$ cat src/common/icache_defs.svh
`ifndef ICACHE_DEFS_SVH
`define ICACHE_DEFS_SVH

// fetch address width
`define ADDR_W 32

// one fetched word
`define XLEN 64

// sets per way
`define SETS 64

// 64-bit beats per cache line
`define BEATS 4

// top address nibble of the uncached region
`define UNCACHED_NIBBLE 4'd3

`endif

$ cat src/common/icachePkg.sv
`include "icache_defs.svh"

package icachePkg;

  // one address word, seen flat or split into cache fields
  // 21 + 6 + 5 bits make up the 32-bit address
  typedef union packed {
    logic [`ADDR_W-1:0] word;
    struct packed {
      logic [20:0] tag;
      logic [5:0]  index;
      logic [4:0]  offset;
    } f;
  } fetchAddr_u;

  // last request taken from the fetch stage
  typedef struct packed {
    fetchAddr_u addr;
    logic       uncached;
  } fetchReq_s;

  // line collected from memory
  // done pulses with the last beat, line is complete from the next cycle on
  typedef struct packed {
    logic [`BEATS*`XLEN-1:0] line;
    logic                    done;
  } lineFill_s;

endpackage

$ cat src/verilog/refillBuffer.sv
`timescale 1ns/1ns
`include "icache_defs.svh"

module refillBuffer (
  input  logic                 clk,
  input  logic                 rst_n,
  input  logic                 collect_i,
  input  logic [`XLEN-1:0]     rdData_i,
  input  logic                 dataValid_i,
  input  logic                 rdLast_i,
  output icachePkg::lineFill_s fill_o
);

  logic [$clog2(`BEATS)-1:0] beatCnt;
  logic [`BEATS*`XLEN-1:0]   lineQ;
  logic                      beatTake;

  // beats only count while a miss is open
  assign beatTake = collect_i && dataValid_i;

  // back to slot 0 after the last beat, so a single uncached beat lands low
  always_ff @(posedge clk or negedge rst_n) begin
    if (!rst_n) begin
      beatCnt <= '0;
    end else if (beatTake) begin
      if (rdLast_i) begin
        beatCnt <= '0;
      end else begin
        beatCnt <= beatCnt + 1'b1;
      end
    end
  end

  always_ff @(posedge clk) begin
    if (beatTake) begin
      lineQ[beatCnt*`XLEN +: `XLEN] <= rdData_i;
    end
  end

  assign fill_o.line = lineQ;
  assign fill_o.done = beatTake && rdLast_i;

endmodule

$ cat config.mk
export PLATFORM = sky130hd
export DESIGN_NAME = refillBuffer
export DESIGN_NICKNAME = d
export VERILOG_FILES = /design/src/common/icachePkg.sv /design/src/verilog/refillBuffer.sv
export VERILOG_INCLUDE_DIRS = /design/src /design/src/common
export SDC_FILE = /design/constraint.sdc
export NUM_CORES = 1
export LEC_CHECK = 0
export BUFFER_PORTS_ARGS = -buffer_cell sky130_fd_sc_hd__buf_4
export CAP_MARGIN = 20
export CORE_MARGIN = 2
export CORE_UTILIZATION = 45
export CTS_CLUSTER_SIZE = 12
export DETAILED_ROUTE_END_ITERATION = 8
export PLACE_DENSITY = 0.75
export SKIP_LAST_GASP = 1
export SLEW_MARGIN = 5
export SYNTH_ARGS = -nofsm -noshare
export SYNTH_HDL_FRONTEND = slang
export SYNTH_SLANG_ARGS = --single-unit
$ cat constraint.sdc
create_clock -name clk -period 2.7 [get_ports clk]
set_input_delay 0.405 -clock clk [delete_from_list [all_inputs] [get_ports clk]]
set_output_delay 0.405 -clock clk [all_outputs]
set_load 0.02 [all_outputs]
==> summary.md <==
| Metric | Value |
|---|---|
| Synthesized area | 0.00978 mm2 |
| Drt pass-1 iters | 4 |
| Fillers | 1594 |
| Crit end category | flop |
| Mapped Cells | 578 |
| Worst hold path startpoint | rdData_i[19] |
| P_leak | 0.00583 uW |
| Final setup violation count | 0 |
| Initial DRC count | 336 |
| Syn-to-layout area delta | 36.8% |
| Seq. cell area | 0.00774 mm2 |
| Setup CP Type | flop to flop |
| Post-synth top area share | 78.6% |
| Util after Layout | 63.2% |
| Data required, critical path | 3070 ps |
| TritonCTS buffer count | 27 |
| Initial Util | 46.2% |
| Tmin final | 2250 ps |
| TritonCTS Sinks | 258 |
| Wire per inst | 20.9 um |
| Commonest cells in the netlist | edfxtp_1 (256), and3_1 (130), and2_1 (127) |
| Hold path cells | 2 |
| Congestion Overflow GR | 0 |
| Worst hold endpoint | lineQ[19] |
| Std-Cell Rows | 53 |
| Total Die Area | 0.0229 mm2 |
| Routability cong. | 0.797 |
| Remaining antenna violation count | 0 |
| Pins Over Slew Limit | 0 |
| Post-CTS Setup Bufs | 0 |
| Die Wd | 151 um |
| Io pins | 326 |
| Syn Area/Cell | 16.9 um2 |
| Nets | 988 |
| FF-to-FF End | lineQ[14] |
| Syn nets | 652 |
| Top_reg_cell synth | edfxtp_1 |
| Startpoint Class | flop |
| Hold WC Path Type | primary input to flop |
| CP Launch Point | beatCnt[1] |
| Actual slew at the worst max-slew pin | 983 ps |
| CP arrival | 2620 ps |
| Ys async rst share | 0.775% |
| RSZ-0062 raised after global routing | false |
| Final HPWL DP | 16600 um |
| First-pass GRT wire length | 37000 um |
| H-tree level count | 1 |
| Status | finished clean |
| I/O Buffers | 325 |
| Largest net degree at the start of global routing | 71 |
| Initial antenna violation count | 0 |
| Count leader, synth | edfxtp_1 |
| Worst reg2reg path depth | 6 |
| Final period utilization | 83.4% |
| Final WL | 25100 um |
| Setup TNS | 0 ps |
| Crit-path max FO | 41 |
| Final Skew | 22.3 ps |
| Post-synth EDFFs | 256 |
| Clock root cell | clkbuf_16 |
| Skew-Pair Late Insertion Delay | 530 ps |
| GRT Total Usage | 21.5% |
| #FFs+latches synth | 258 |
| Die H | 151 um |
| DRC | 0 |
| CTS tree | built |
| Fmax | 444 MHz |
| Vias in the first global route | 6352 |
| FF-to-FF setup slack | 450 ps |
| Power Density | 758 mW/mm2 |
| Top cells by area, synth | edfxtp_1 (79%), and3_1 (8.3%), and2_1 (8.1%) |
| Max VDD drop | 0.515 mV |
| Register area share after synthesis | 79.1% |
| Core area | 0.0212 mm2 |
| CTS clock-pin slew for the worst setup and hold paths | 60 ps |
| Reg2reg start | beatCnt[1] |
| Hold Vio Cnt, Final | 0 |
| Vias post-DR | 6126 |
| Library cells used by synthesis | 20 |
| Ant diodes | 0 |
| Vias per cell | 5.10 |
| Maxcap violations | 0 |
| Clk buf depth | 3 |
| Synth warnings | 0 |
| Multi-input logic area | 0.00185 mm2 |
| Slew headroom | 34.3% |
| Cell accounting for the most synthesized area | edfxtp_1 |
| Layout cells sized above 1 | 41.9% |
## final cells by class
cell class / instances / area share [%]
inverters: 2 / 0.0561
clock inverters: 10 / 0.561
flip-flops and latches: 258 / 57.9
repair buffers: 347 / 20.0
clock buffers: 32 / 5.19
well taps: 275 / 2.57
multi-input cells: 278 / 13.8
## sequential cells by signal (all words and copies together), names as in the netlist
name,cells
lineQ,256
beatCnt,2
## how the worst max path moves through the flow
| stage | end | cells after the start |
|---|---|---|
| final | lineQ[14] | 6 |
| after global routing | lineQ[14] | 6 |
| after CTS | lineQ[14] | 6 |
| after detailed placement | lineQ[14] | 6 |
| after global placement | lineQ[61] | 6 |
| after floorplan | lineQ[128] | 3 |
## logic make-up (layout without fill, tap and decap cells)
kind of cell,Yosys count,after routing,share of synthesized area (%)
adders and majority gates,5,5,0.640
buffers and inverters,42,391,2.42
DFF,258,258,79.1
muxes,2,2,0.218
and+or+nand+nor,271,271,17.6
## what timing repair did
item	CTS	global route
hold buffers	1	0
resized for setup	0	0
setup endpoints to repair	0	0
hold endpoints to repair	2	0
## report_power, final
group	internal (uW)	total, uW	switching [uW]
combinational	709	2010	1300
clock	1900	3300	1400
sequential	4760	4830	68.3
## per-stage QoR
step                power [uW]  cell area [um2]  hold WS, ps  worst slack (ps)  std cells
global placement          6870            12600          189               508       1159
finish                   10100            13400          175               448       1202
detailed placement        6950            12600          189               434       1159
floorplan                 6070             9780          109              3.28        578
CTS                      10200            13400          155               419       1202
global route             10500            13400          164               267       1202
## worst max-delay path, stage by stage, from the launching register on
cell      delay (ps)
dfrtp_1          400
inv_1            130
ha_1             280
buf_4            190
and4bb_2         620
buf_12           280
and2_1           180
## metal layers
layer	vias up	GRT usage (%)	wire length [um]
li1	2787	-	-
met1	3006	27.5	9850
met2	287	36.4	12500
met3	46	5.48	2260
met4	0	6.26	516
met5	-	0	0
## cell usage in the layout (no fill, tap or decap), drive strengths merged
cell / n
and2: 127
and3: 130
and3b: 4
and4bb: 1
buf: 346
bufinv: 1
clkbuf: 32
clkinv: 7
clkinvlp: 1
dfrtp: 2
dlygate4sd3: 1
edfxtp: 256
ha: 5
inv: 3
mux2: 1
mux2i: 1
nand2: 1
nand2b: 1
nor2: 3
nor2b: 3
nor4b: 1
Note: power is estimated with default switching activity, not from simulation.
