--- config.mk ---
export PLATFORM = sky130hd
export DESIGN_NAME = fetchReqLatch
export DESIGN_NICKNAME = d
export VERILOG_FILES = /design/src/common/icachePkg.sv /design/src/verilog/fetchReqLatch.sv
export VERILOG_INCLUDE_DIRS = /design/src /design/src/common
export SDC_FILE = /design/constraint.sdc
export NUM_CORES = 1
export LEC_CHECK = 0
export BUFFER_PORTS_ARGS = -buffer_cell sky130_fd_sc_hd__buf_2
export CORE_ASPECT_RATIO = 0.6
export CORE_MARGIN = 2
export CORE_UTILIZATION = 40
export DETAILED_ROUTE_END_ITERATION = 8
export HOLD_SLACK_MARGIN = 0.08
export PLACE_DENSITY = 0.8
export SYNTH_ARGS = -nofsm -noshare
export SYNTH_HDL_FRONTEND = slang
export SYNTH_SLANG_ARGS = --single-unit
--- constraint.sdc ---
create_clock -name clk -period 2.44 [get_ports clk]
set_clock_uncertainty 0.05 [all_clocks]
set_input_delay 0.488 -clock clk [delete_from_list [all_inputs] [get_ports clk]]
set_output_delay 0.488 -clock clk [all_outputs]
set_load 0.02 [all_outputs]
--- src/common/icache_defs.svh ---
`ifndef ICACHE_DEFS_SVH
`define ICACHE_DEFS_SVH

// fetch address width
`define ADDR_W 32

// one fetched word
`define XLEN 64

// sets per way
`define SETS 64

// 64-bit beats per cache line
`define BEATS 4

// top address nibble of the uncached region
`define UNCACHED_NIBBLE 4'd3

`endif

--- src/common/icachePkg.sv ---
`include "icache_defs.svh"

package icachePkg;

  // one address word, seen flat or split into cache fields
  // 21 + 6 + 5 bits make up the 32-bit address
  typedef union packed {
    logic [`ADDR_W-1:0] word;
    struct packed {
      logic [20:0] tag;
      logic [5:0]  index;
      logic [4:0]  offset;
    } f;
  } fetchAddr_u;

  // last request taken from the fetch stage
  typedef struct packed {
    fetchAddr_u addr;
    logic       uncached;
  } fetchReq_s;

  // line collected from memory
  // done pulses with the last beat, line is complete from the next cycle on
  typedef struct packed {
    logic [`BEATS*`XLEN-1:0] line;
    logic                    done;
  } lineFill_s;

endpackage

--- src/verilog/fetchReqLatch.sv ---
`timescale 1ns/1ns
`include "icache_defs.svh"

module fetchReqLatch (
  input  logic                 clk,
  input  logic                 rst_n,
  input  logic [`ADDR_W-1:0]   addr_i,
  input  logic                 valid_i,
  input  logic                 takeReq_i,
  output icachePkg::fetchReq_s req_o,
  output logic                 reqNew_o
);

  icachePkg::fetchReq_s reqQ;
  logic                 heldValid;

  // held request, replaced only when the controller takes a new one
  always_ff @(posedge clk or negedge rst_n) begin
    if (!rst_n) begin
      reqQ      <= '0;
      heldValid <= 1'b0;
    end else if (takeReq_i) begin
      reqQ.addr.word <= addr_i;
      reqQ.uncached  <= (addr_i[`ADDR_W-1 -: 4] == `UNCACHED_NIBBLE);
      heldValid      <= 1'b1;
    end
  end

  // same pc presented again is not fetched twice
  // before the first take any valid address counts as new
  assign reqNew_o = valid_i && (!heldValid || (addr_i != reqQ.addr.word));

  assign req_o = reqQ;

endmodule

==> results.py <==
metrics = {
    "synth": {
        "syn_avg_cell_area_sq_um": 13.5,
        "syn-cell-area_sq_um": 1610,
        "ys_types": 14,
        "ys_ff_latch": 34,
        "ys_seq_area_frac": 0.528,
        "synth_warnings": 0,
        "synth_fp_nets": 155,
        "netlist_instances": 119,
    },
    "floorplan": {
        "dieWidth_um": 85.9,
        "die_y_um": 53.1,
        "die_area_sq_um": 4570,
        "fp-row-count": 17,
        "start_util": 0.428,
        "io_pins": 70,
        "core_sq_um": 3760,
    },
    "pwr": {
        "p_int_uw": 1060,
        "p_leak_uw": 0.00102,
        "irDropWorstVdd_mv": 0.338,
        "p_switching_uw": 419,
        "seqPwrFrac": 0.448,
        "power_density_nw_per_um2": 694,
        "power_uw": 1480,
        "p_clk_frac": 0.335,
        "power_frac_comb": 0.217,
        "p_sw_frac": 0.282,
    },
    "cts": {
        "clkLatencyLatePin_ns": 0.28,
        "cts_buffer_depth": 2,
        "ctsHoldBuffers": 0,
        "htreeDepth": 2,
        "clk_pin_slew_ns": 0.07,
        "cts.sinks": 34,
        "cts_root_buffer": "clkbuf_8",
        "cts_tree": "built",
        "numCtsBuffers": 5,
    },
    "setup_path": {
        "critPathKind": "reg2out",
        "startpoint_type": "flip-flop",
        "r2r_end": "req_o[21]",
        "worstRegToRegCells": 2,
        "cp.arrival_ns": 1.80,
        "path_cells": "xor2_1 -> nor4_2 -> nand3_1 -> o31a_1 -> buf_2",
        "crit_fanout": 3,
        "reg2reg_setup_slack_ns": 1.50,
        "worstSetupEndpoint": "reqNew_o",
        "slowest_stage": "dfrtp_1",
        "cp.required_ns": 1.90,
        "end_kind": "primary output",
        "r2r-start": "req_o[21]",
        "crit_start": "req_o[10]",
        "slowest_delay_ns": 0.41,
    },
    "route": {
        "viasPerCell": 4.80,
        "postRouteAntennaNets": 0,
        "wire_per_inst_um": 12.9,
        "dr.pass1.iters": 4,
        "drt_iter0_drc": 26,
        "drt-total-wl_mm": 3.13,
        "drc": 0,
        "route.vias.total": 1162,
    },
    "timing": {
        "fmax_mhz": 427,
        "finalMaxSlewViolations": 0,
        "tightestPinTransition_ns": 0.742,
        "fin_crit_ns": 2.34,
        "min_period_over_period": 0.959,
        "hold_viol_final": 0,
        "max_slew_margin": 0.505,
        "fin_ws_ns": 0.100,
        "tns_ns": 0,
        "setup_violations": 0,
    },
    "final_layout": {
        "final_nets": 230,
        "nFillCells": 336,
        "final_layout_size_suffix_gt1_frac": 0.590,
        "antenna_cells": 0,
        "fin_cells": 242,
        "utilization": 0.568,
        "multi_input_area_sq_um": 748,
        "regArea_sq_um": 851,
        "area_growth_syn_to_layout_pct": 32.8,
    },
    "outcome": {
        "status": "completed",
    },
    "grt": {
        "grt_usage": 0.150,
        "grt_start_max_net_pins": 36,
        "grt.overflow.total": 0,
        "grt_pass1_vias": 1135,
        "grt_pass1_wl_mm": 5.11,
        "antenna_found_initial": 0,
    },
    "hold_path": {
        "holdCritPathClass": "in2async",
    },
    "placed_design": {
        "port_buffers": 69,
        "place.gp.congestion": 0.705,
        "pre_cts_ws_ns": 0.114,
        "hpwl_mm": 2.30,
        "dp.cells": 233,
    },
    "flow_run": {
        "drv_cap": 0,
    },
}
cells by family after synthesis:
family,after synthesis,synth area share
flops,34,0.528
xor+xnor,32,0.174
mux,32,0.224
simple gates,14,0.0505
buf+inv,5,0.0148
compound gates,2,0.00855
power groups by stage:
| stage | clock, uW | sequential (uW) | combinational [uW] |
|---|---|---|---|
| floorplan | 0 | 740 | 122 |
| global placement | 0 | 673 | 313 |
| detailed placement | 0 | 675 | 317 |
| CTS | 518 | 665 | 323 |
| global route | 546 | 672 | 351 |
| finish | 497 | 664 | 322 |
sequential cells by signal (all words and copies together), names as in the netlist:
name and count:
heldValid 1, req_o 33
worst max-delay path, delay by kind of cell (launching register included):
kind | cells | cell delay, ns
compound gates | 1 | 0.32
simple gates | 2 | 0.47
flops | 1 | 0.41
buf+inv | 1 | 0.16
xor+xnor | 1 | 0.18
per-layer routing:
metal | global-route usage | routed length, um | up-vias
met4 | 0.0556 | 34 | 0
li1 | - | - | 566
met5 | 0 | 0 | -
met2 | 0.226 | 1250 | 47
met1 | 0.202 | 1600 | 544
met3 | 0.0499 | 243 | 5
per-stage QoR:
stage               area [sq um]  hold WS (ns)
detailed placement          2010         0.406
finish                      2140         0.221
CTS                         2130         0.248
global placement            2010         0.404
floorplan                   1610         0.142
global route                2140         0.284
cell usage in the layout, fill, tap and decap left out, drive strengths merged, types with 2 or more instances in the layout:
cell type  Yosys  routed
buf            4      72
clkbuf         0       5
clkinv         0       2
dfrtp         34      34
mux2          32      32
nand3          2       2
nand4          2       2
nor4           7       7
xor2          31      31
cells in the mapped netlist:
| cell | n | area (sq um) |
|---|---|---|
| o31a_1 | 1 | 8.76 |
| or2_2 | 1 | 6.26 |
| o21ai_0 | 1 | 5.00 |
| dfrtp_1 | 34 | 851 |
| nor3_1 | 1 | 5.00 |
| nand3_1 | 2 | 10.0 |
| mux2_2 | 32 | 360 |
| xnor2_1 | 1 | 8.76 |
| nor2_1 | 1 | 3.75 |
| xor2_1 | 31 | 272 |
| nand4_1 | 2 | 12.5 |
| inv_1 | 1 | 3.75 |
| nor4_1 | 7 | 43.8 |
| buf_2 | 4 | 20.0 |
what timing repair did:
action / CTS / global route
gates resized for setup: 1 / 1
pin swaps: 1 / 3
setup endpoints to repair: 1 / 1
endpoints found under the hold margin: 0 / 0
setup buffers: 1 / 0
worst min-delay path by stage:
stage                    from         to  slack, ns  cells after the start
floorplan               rst_n  heldValid       0.14                      0
global placement    heldValid  heldValid       0.40                      1
detailed placement  heldValid  heldValid       0.41                      1
CTS                     rst_n  req_o[15]       0.25                      1
global route            rst_n  req_o[17]       0.28                      1
finish                  rst_n  req_o[17]       0.22                      1
cell type report:
cell class	instances	area share
Tap cell	47	0.0275
Clock inverter	3	0.0187
Timing Repair Buffer	72	0.172
Inverter	1	0.00176
Clock buffer	5	0.0322
Multi-Input combinational cell	80	0.350
Sequential cell	34	0.398
Power figures use the tool's default switching activity.
