==> src/common/icache_defs.svh <==
`ifndef ICACHE_DEFS_SVH
`define ICACHE_DEFS_SVH

// fetch address width
`define ADDR_W 32

// one fetched word
`define XLEN 64

// sets per way
`define SETS 64

// 64-bit beats per cache line
`define BEATS 4

// top address nibble of the uncached region
`define UNCACHED_NIBBLE 4'd3

`endif

==> src/common/icachePkg.sv <==
`include "icache_defs.svh"

package icachePkg;

  // one address word, seen flat or split into cache fields
  // 21 + 6 + 5 bits make up the 32-bit address
  typedef union packed {
    logic [`ADDR_W-1:0] word;
    struct packed {
      logic [20:0] tag;
      logic [5:0]  index;
      logic [4:0]  offset;
    } f;
  } fetchAddr_u;

  // last request taken from the fetch stage
  typedef struct packed {
    fetchAddr_u addr;
    logic       uncached;
  } fetchReq_s;

  // line collected from memory
  // done pulses with the last beat, line is complete from the next cycle on
  typedef struct packed {
    logic [`BEATS*`XLEN-1:0] line;
    logic                    done;
  } lineFill_s;

endpackage

==> src/icache/icacheCtrl.sv <==
`timescale 1ns/1ns
`include "icache_defs.svh"

module icacheCtrl (
  input  logic                    clk,
  input  logic                    rst_n,
  input  icachePkg::fetchReq_s    req_i,
  input  logic                    reqNew_i,
  input  logic                    valid_i,
  input  logic                    stall_n_i,
  input  logic                    hitWay1_i,
  input  logic                    hitWay2_i,
  input  icachePkg::lineFill_s    fill_i,
  input  logic [`BEATS*`XLEN-1:0] way1Word_i,
  input  logic [`BEATS*`XLEN-1:0] way2Word_i,
  input  logic                    axiRdReady_i,
  output logic                    takeReq_o,
  output logic                    tagWrite_o,
  output logic                    lineWrite_o,
  output logic                    addrOk_o,
  output logic                    dataOk_o,
  output logic                    dataNotOk_o,
  output logic [`XLEN-1:0]        rdData_o,
  output logic                    cacheRdValid_o,
  output logic [`ADDR_W-1:0]      cacheAddr_o,
  output logic [7:0]              fetchLen_o
);

  localparam logic [2:0] StIdle    = 3'b000;
  localparam logic [2:0] StCompare = 3'b001;
  localparam logic [2:0] StMiss    = 3'b010;
  localparam logic [2:0] StGetData = 3'b011;
  localparam logic [2:0] StReplace = 3'b111;

  logic [2:0]              curState;
  logic [2:0]              nxtState;
  logic                    cacheHit;
  logic                    uncachedDone;
  logic                    holdUncached;
  logic                    fillBypass;
  logic [1:0]              wordSel;
  logic [`BEATS*`XLEN-1:0] srcLine;

  // uncached requests never hit the arrays, only the finished single beat
  assign cacheHit = req_i.uncached ? uncachedDone : (hitWay1_i || hitWay2_i);
  assign holdUncached = req_i.uncached && uncachedDone && !stall_n_i;

  assign addrOk_o  = (curState == StIdle) || ((curState == StCompare) && cacheHit);
  assign takeReq_o = addrOk_o && valid_i && reqNew_i && stall_n_i;

  always_ff @(posedge clk or negedge rst_n) begin
    if (!rst_n) begin
      curState <= StIdle;
    end else begin
      curState <= nxtState;
    end
  end

  always_comb begin
    nxtState = curState;
    case (curState)
      StIdle: begin
        if (takeReq_o) begin
          nxtState = StCompare;
        end
      end
      StCompare: begin
        if (!cacheHit) begin
          nxtState = StMiss;
        end else if (takeReq_o || holdUncached) begin
          nxtState = StCompare;
        end else begin
          nxtState = StIdle;
        end
      end
      // memory back-pressure point
      StMiss: begin
        if (axiRdReady_i) begin
          nxtState = StGetData;
        end
      end
      StGetData: begin
        if (fill_i.done) begin
          nxtState = req_i.uncached ? StCompare : StReplace;
        end
      end
      StReplace: begin
        nxtState = StCompare;
      end
      default: begin
        nxtState = StIdle;
      end
    endcase
  end

  // uncached beat stays valid until the pipeline moves on
  always_ff @(posedge clk or negedge rst_n) begin
    if (!rst_n) begin
      uncachedDone <= 1'b0;
    end else if ((curState == StGetData) && fill_i.done && req_i.uncached) begin
      uncachedDone <= 1'b1;
    end else if (stall_n_i) begin
      uncachedDone <= 1'b0;
    end
  end

  // ram read in replace still returns the old line, so take the fill buffer once
  always_ff @(posedge clk or negedge rst_n) begin
    if (!rst_n) begin
      fillBypass <= 1'b0;
    end else begin
      fillBypass <= (curState == StReplace);
    end
  end

  assign wordSel = req_i.addr.f.offset[4:3];
  assign srcLine = fillBypass ? fill_i.line : (hitWay2_i ? way2Word_i : way1Word_i);
  assign rdData_o = req_i.uncached ? fill_i.line[`XLEN-1:0]
                                   : srcLine[wordSel*`XLEN +: `XLEN];

  assign dataOk_o    = (curState == StCompare) && cacheHit;
  assign dataNotOk_o = ((curState == StCompare) && !cacheHit) || (curState == StMiss) ||
                       (curState == StGetData) || (curState == StReplace);

  // line and tag are written together in the one replace cycle
  assign tagWrite_o  = (curState == StReplace);
  assign lineWrite_o = (curState == StReplace);

  assign cacheRdValid_o = (curState == StMiss) && axiRdReady_i;
  assign cacheAddr_o    = req_i.uncached ? req_i.addr.word
                                         : {req_i.addr.f.tag, req_i.addr.f.index, 5'b0};
  assign fetchLen_o     = req_i.uncached ? 8'd0 : 8'(`BEATS - 1);

endmodule

==> config.mk <==
export PLATFORM = sky130hd
export DESIGN_NAME = icacheCtrl
export DESIGN_NICKNAME = d
export VERILOG_FILES = /design/src/common/icachePkg.sv /design/src/icache/icacheCtrl.sv
export VERILOG_INCLUDE_DIRS = /design/src /design/src/common
export SDC_FILE = /design/constraint.sdc
export NUM_CORES = 1
export LEC_CHECK = 0
export CORE_AREA = 2 2 356 358
export CTS_CLUSTER_DIAMETER = 120
export CTS_CLUSTER_SIZE = 10
export DETAILED_ROUTE_END_ITERATION = 8
export DIE_AREA = 0 0 358 360
export DONT_BUFFER_PORTS = 1
export PLACE_DENSITY_LB_ADDON = 0.08
export RECOVER_POWER = 100
export SYNTH_ARGS = -nofsm -noshare
export SYNTH_HDL_FRONTEND = slang
export SYNTH_SLANG_ARGS = --single-unit
==> constraint.sdc <==
create_clock -name clk -period 1.2 [get_ports clk]
set_input_delay 0.06 -clock clk [delete_from_list [all_inputs] [get_ports clk]]
set_output_delay 0.06 -clock clk [all_outputs]
set_load 0.03 [all_outputs]
==> metrics, run 1 <==
antenna violations before repair=20; pwr dens=roughly 600 nW/um^2; register area=between 100 and 150 sq um; Cell Rows=between 100 and 150; GR Overflow Total=0; worst vdd ir=~400 uV; Least-Margin Pin Slew=0.8732 ns; clk_lat worst skew=~0.23 ns; placed inst area=between 10,000 and 15,000 sq um; post-DP HPWL=~55,000 um; I/O Buffers=0; clk root buf=clkbuf_16; reg-to-reg setup timing slack=-0.13 ns; post-DR vias/cell=between 3 and 4; WHS=0.05536 ns; synth top area cells=mux2i_1, mux4_2, a22oi_1; Die X=approximately 360 um; first-pass GRT wire length=about 90,000 um; Die ar.=roughly 130,000 sq um; Min-Delay Path Class=input pin to flip-flop; slack of the critical path=-0.9160 ns; failing checks=negative setup slack; Synth top cells by count=nand2_1, mux2i_1, a22oi_1; Core Area=around 120,000 sq um; Routed WL=slightly above 70,000 um; DR DRC count=0; minimum clock period=around 2.1 ns; status=finished, violations left; Req. time, crit path=about 1.1 ns; post-synthesis sequential area ratio=0.01583; Final Core Density=0.09788; clk_skew=0.005363 ns; Num CTS Buffers=3; Vias=between 9,000 and 10,000; Critical Path AT=roughly 2 ns; multi-input logic area=7531 sq um; Detailed Routing Iterations Pass 1=4; type of the worst setup path=flip-flop to output pin; io pins=approximately 920; drt first-iter violations=430; Mapped Area=between 7000 and 8000 sq um; Reg clk slew, reported paths=around 0.040 ns; CTS HTree Levels=1; cells after synthesis=roughly 1,000; clk buf depth=2; Unique masters post-synth=40; reg2reg end=curState[0]$_DFFE_PN0P_; post-route cell area=roughly 12,000 sq um; synth warn=0; hold depth=2; number of synthesized flops with an enable pin=0; clock sink count=5; crit end category=output pin; Slew Viols, Final=0; Worst Hold Endpoint=uncachedDone$_DFFE_PN0P_; synthesized area per cell=7.658 sq um; RSZ-0062 raised after global routing=true; Yosys top cell by area=mux2i_1; worst-case reg-to-reg path depth=3; most common cell in the netlist=nand2_1; Main synth FF type=dfrtp_1; final-report hold violation count=0; worst r2r src=curState[2]$_DFFE_PN0P_; WL per Instance=between 20 and 30 um; GP Congestion=roughly 0.80; fin nets=between 1,500 and 2,000; share of Yosys cell area claimed by the top area cell type=0.1786; Async S/R FF share, synth=1.000; Max Fanout on Critical Path=6; # setup viols final=between 70 and 80; hold_sp=stall_n_i; static leakage=around 0.0038 uW; Layout fillers=around 15,000; Rel. slew slack=0.4179; largest net degree at the start of global routing=approximately 250; CTS tree=built; vias in the first global route=just over 10,000; share of cells above drive strength 1=0.3963; Layout area overhead=54.72%; CP Launch Type=flip-flop; fmax=roughly 470 MHz; Detail Route Antenna Nets=0; Initial Util=0.06326; GRT Util Overall=0.1035; Max Cap Viol=0; Synth Register Bits=5; period utilization=1.763; Die Ht=approximately 360 um
==> kinds of logic (layout without fill, tap and decap cells) <==
| logic type | Yosys count | count (layout) | share of synthesized area |
|---|---|---|---|
| AOI/OAI and AO/OA | 381 | 381 | 0.3314 |
| buffers and inverters | 158 | 196 | 0.1309 |
| DFF | 5 | 5 | 0.01583 |
| muxes | 205 | 205 | 0.3624 |
| other | 1 | 12 | 0.0004745 |
| and+or+nand+nor | 282 | 282 | 0.1590 |
==> metrics by stage <==
stage	total power (uW)	setup WS [ns]	setup TNS, ns	instances
2_1_floorplan	4165	-0.3490	-20.86	1037
3_3_place_gp	5868	-0.9720	-40.43	2693
3_5_place_dp	5832	-1.006	-40.43	2693
4_1_cts	7240	-0.9926	-56.32	2720
5_1_grt	7716	-1.016	-59.77	2730
6_report	7202	-0.9160	-54.52	2731
==> placed cells by master (no fill, tap or decap), drive strengths merged, types with 8 or more instances in the layout <==
cell    netlist  layout
a22oi       126     126
a31o         51      51
buf         113     183
clkbuf       44       8
mux2i       141     141
mux4         64      64
nand2       192     192
nand2b       54      54
nand3        14      14
o211ai       64      64
o21ai       132     132
==> what timing repair did <==
action                                  CTS  global route
gates resized for setup                 154            48
buffers inserted                         18             3
endpoints found under the setup margin   71            75
hold buffers                              2             1
cloned                                    7             3
hold endpoints to repair                  6             1
pin swaps                                61            39
==> area by class of cell <==
type / instances / area share
Clock inverter: 1 / 0.0004093
Tap cell: 1650 / 0.1689
Multi-Input combinational cell: 874 / 0.6159
Sequential cell: 5 / 0.01064
Inverter: 1 / 0.0003070
Timing Repair Buffer: 191 / 0.1965
Clock buffer: 3 / 0.006140
Antenna cell: 6 / 0.001228
==> critical path: stages (launching register included) <==
cell	delay, ns
dfrtp_4	0.54
nor2_4	0.15
buf_12	0.15
buf_12	0.11
buf_12	0.09
o211ai_1	0.12
a31o_1	0.27
a22oi_2	0.21
buf_12	0.16
==> routing by layer <==
| layer | track usage | share of wire | vias up | wire [um] |
|---|---|---|---|---|
| met5 | 0 | 0.00029 | - | 21 |
| met4 | 0.01296 | 0.015 | 4 | 1058 |
| met3 | 0.01947 | 0.060 | 50 | 4293 |
| met2 | 0.1941 | 0.52 | 472 | 37750 |
| met1 | 0.1231 | 0.40 | 4501 | 28890 |
| li1 | - | - | 4037 | - |
==> where the power goes <==
part | leakage, uW | switching [uW] | internal [uW] | total [uW]
logic | 0.00371 | 3290 | 3020 | 6300
clock network | 0.0000409 | 135 | 438 | 572
registers | 0.0000610 | 99.7 | 226 | 325
==> flip-flops by register name, indices dropped and copies added (netlist names) <==
register and cells:
curState 3, uncachedDone 1, fillBypass 1
==> how the worst max path moves through the flow <==
stage | cells after the start | slack [ns] | to | from
final | 8 | -0.92 | rdData_o[2] | fillBypass$_DFF_PN0_
after detailed placement | 7 | -1.01 | rdData_o[48] | fillBypass$_DFF_PN0_
after CTS | 8 | -0.99 | rdData_o[2] | fillBypass$_DFF_PN0_
after global routing | 8 | -1.02 | rdData_o[2] | fillBypass$_DFF_PN0_
after global placement | 7 | -0.97 | rdData_o[48] | fillBypass$_DFF_PN0_
after floorplan | 6 | -0.35 | rdData_o[20] | fillBypass$_DFF_PN0_
No activity file was read; power rests on OpenSTA's default activity.
==> run 2, diff against run 1 <==
- CELL_PAD_IN_SITES_DETAIL_PLACEMENT: default -> 1
- CELL_PAD_IN_SITES_GLOBAL_PLACEMENT: default -> 1
- CORE_AREA: 2 2 356 358 -> 2 2 354 356
- DIE_AREA: 0 0 358 360 -> 0 0 356 358
==> run 2 against run 1 <==
Against the previous run:
- the run still ends with negative setup slack left
- first-iteration DRC count decreased by 7.2%
- wire length fell by 1.1%
- design area is 4.7% higher
- count of clock-buffer cells in the layout up 1
- sequential share of layout area barely moved
- worst hold slack got worse by 0.047 ns
- clock power shrank 2%
- critical endpoint is now rdData_o[38]
- largest cell class unchanged
- largest power group unchanged
==> metrics, run 2 (synthesis results as in run 1) <==
Max Cap Viol=0; Reg clk slew, reported paths=0.03 ns; worst vdd ir=approximately 330 uV; Die Ht=between 300 and 400 um; Critical Path AT=2.03 ns; share of cells above drive strength 1=0.4459; Initial Util=0.06409; antenna violations before repair=13; Slew Viols, Final=0; status=finished, violations left; CTS tree=built; pre-CTS setup slack=-1.026 ns; clock sink count=5; Detailed Routing Iterations Pass 1=5; fmax=477.7 MHz; Critical Path Slowest Stage Cell=dfrtp_4; CP most frequent cell=buf_6; clk root buf=clkbuf_16; commonest non-fill, non-tap cells in the layout=nand2_1, mux2i_1, a22oi_2; io pins=around 920; Cell Rows=129; worst-case reg-to-reg path depth=5; vias in the first global route=about 10,000; Req. time, crit path=1.14 ns; Power, Total=roughly 7500 uW; post-DR vias/cell=3.337; clk_skew=about 0.001 ns; CP Launch Type=flip-flop; Comb pwr share=0.882; Die ar.=127,400 sq um; net load switching power=~3600 uW; Core Area=roughly 120,000 sq um; CTS HTree Levels=1; clk_lat worst skew=about 0.23 ns; first-pass GRT wire length=89,160 um; Routed WL=71,190 um; GP Congestion=about 0.76; I/O Buffers=0; Cell Count, Final, Fillers Out=about 2,700; GR Overflow Total=0; critical path depth=9; worst r2r src=curState[0]$_DFFE_PN0P_; Least-Margin Pin Slew=0.8180 ns; drt first-iter violations=about 400; RSZ-0062 raised after global routing=true; Layout area overhead=62.05%; clk buf depth=2; pwr dens=roughly 600 nW/um^2; Num CTS Buffers=3; dpl cells=roughly 2,700; worst-path cell chain=buf_6 -> nor2b_4 -> buf_12 -> buf_16 -> buf_4 -> nand2_1 -> a31o_2 -> a22oi_2 -> buf_6; largest net degree at the start of global routing=245; # setup viols final=73; Pint=3952 uW; Final Core Density=0.1039; period utilization=1.744; Max Fanout on Critical Path=8; slack of the critical path=-0.8932 ns; final-report hold violation count=0; post-DP HPWL=55,610 um; minimum clock period=between 2 and 2.5 ns; crit end category=output pin; max incr delay on CP=0.47 ns; Largest register FFs=3; fin nets=between 1,500 and 2,000; reg2reg end=fillBypass$_DFF_PN0_; largest registers=curState (3), fillBypass (1), uncachedDone (1); Sequential Power Share=0.044; static leakage=0.004053 uW; WP buf/inv=5; Vias=slightly above 9,000; Die X=about 360 um; Min-Delay Path Class=input pin to flip-flop; Biggest register=curState; commonest non-fill, non-tap cell in the layout=nand2_1; failing checks=negative setup slack; Detail Route Antenna Nets=0; Rel. slew slack=0.4547; reg-to-reg setup timing slack=0.01 ns; Switching Fraction=0.4761; Clk pwr share=0.074; GRT Util Overall=0.1000; type of the worst setup path=flip-flop to output pin; cell family with most CP delay=buffers and inverters; DR DRC count=0; Worst setup endpoint=rdData_o[38]; critical path launch point=fillBypass$_DFF_PN0_; WL per Instance=between 20 and 30 um
[run 2: changes by cell type in the layout (fill, tap and decap cells not counted), sizes merged]
cell	delta
clkbuf	+3
bufbuf	+2
buf	+3
clkinv	-1
dlygate4sd3	-1
[run 2: worst min-delay path by stage]
stage	slack [ns]	end	depth (start not counted)	startpoint
floorplan	-0.24	curState[0]$_DFFE_PN0P_	0	rst_n
global placement	-0.23	uncachedDone$_DFFE_PN0P_	0	rst_n
detailed placement	-0.23	uncachedDone$_DFFE_PN0P_	0	rst_n
CTS	0.01	curState[2]$_DFFE_PN0P_	2	fill_i[0]
global route	0.03	curState[2]$_DFFE_PN0P_	2	fill_i[0]
finish	0.008	curState[2]$_DFFE_PN0P_	2	fill_i[0]
[run 2: area by class of cell]
class / count / area, sq um
antenna: 6 / 15.01
sequential: 5 / 131.4
clock buffer: 4 / 78.83
multi-input combinational: 874 / 7840
timing repair buffer: 197 / 2689
tap: 1637 / 2048
fill: 14510 / 110500
inverter: 1 / 3.754
[run 2: per-layer routing]
metal	part of all wire	routed length (um)	track usage
met5	0.0013	89	0
met4	0.0090	638	0.009198
met3	0.069	4890	0.02341
met2	0.52	37190	0.1867
met1	0.40	28380	0.1191
[run 2: power groups by stage]
stage | Sequential, uW | Combinational [uW] | Clock, uW
2_1_floorplan | 243 | 3920 | 0
3_3_place_gp | 306 | 5670 | 0
3_5_place_dp | 305 | 5650 | 0
4_1_cts | 330 | 6500 | 568
5_1_grt | 342 | 7160 | 582
6_report | 329 | 6650 | 561
[run 2: timing repair]
action	4_1_cts	5_1_grt
pin swaps	89	62
gates resized for setup	204	93
buffers inserted	21	6
hold buffers	2	0
gates cloned	5	10
setup endpoints to repair	72	73
endpoints found under the hold margin	6	0
[run 2: metrics by stage]
stage	area [sq um]	setup TNS (ns)	hold WS (ns)
global placement	10990	-44.62	-0.2348
floorplan	8330	-20.86	-0.2356
global route	12800	-58.66	0.02904
detailed placement	10990	-44.45	-0.2348
CTS	12220	-55.16	0.01106
finish	12810	-54.41	0.008170
[run 2: worst reg2reg max path: stages, from the launching register on]
cell     delay [ns]
dfrtp_2        0.45
buf_6          0.15
buf_6          0.11
and3_4         0.17
buf_6          0.11
buf_6          0.10
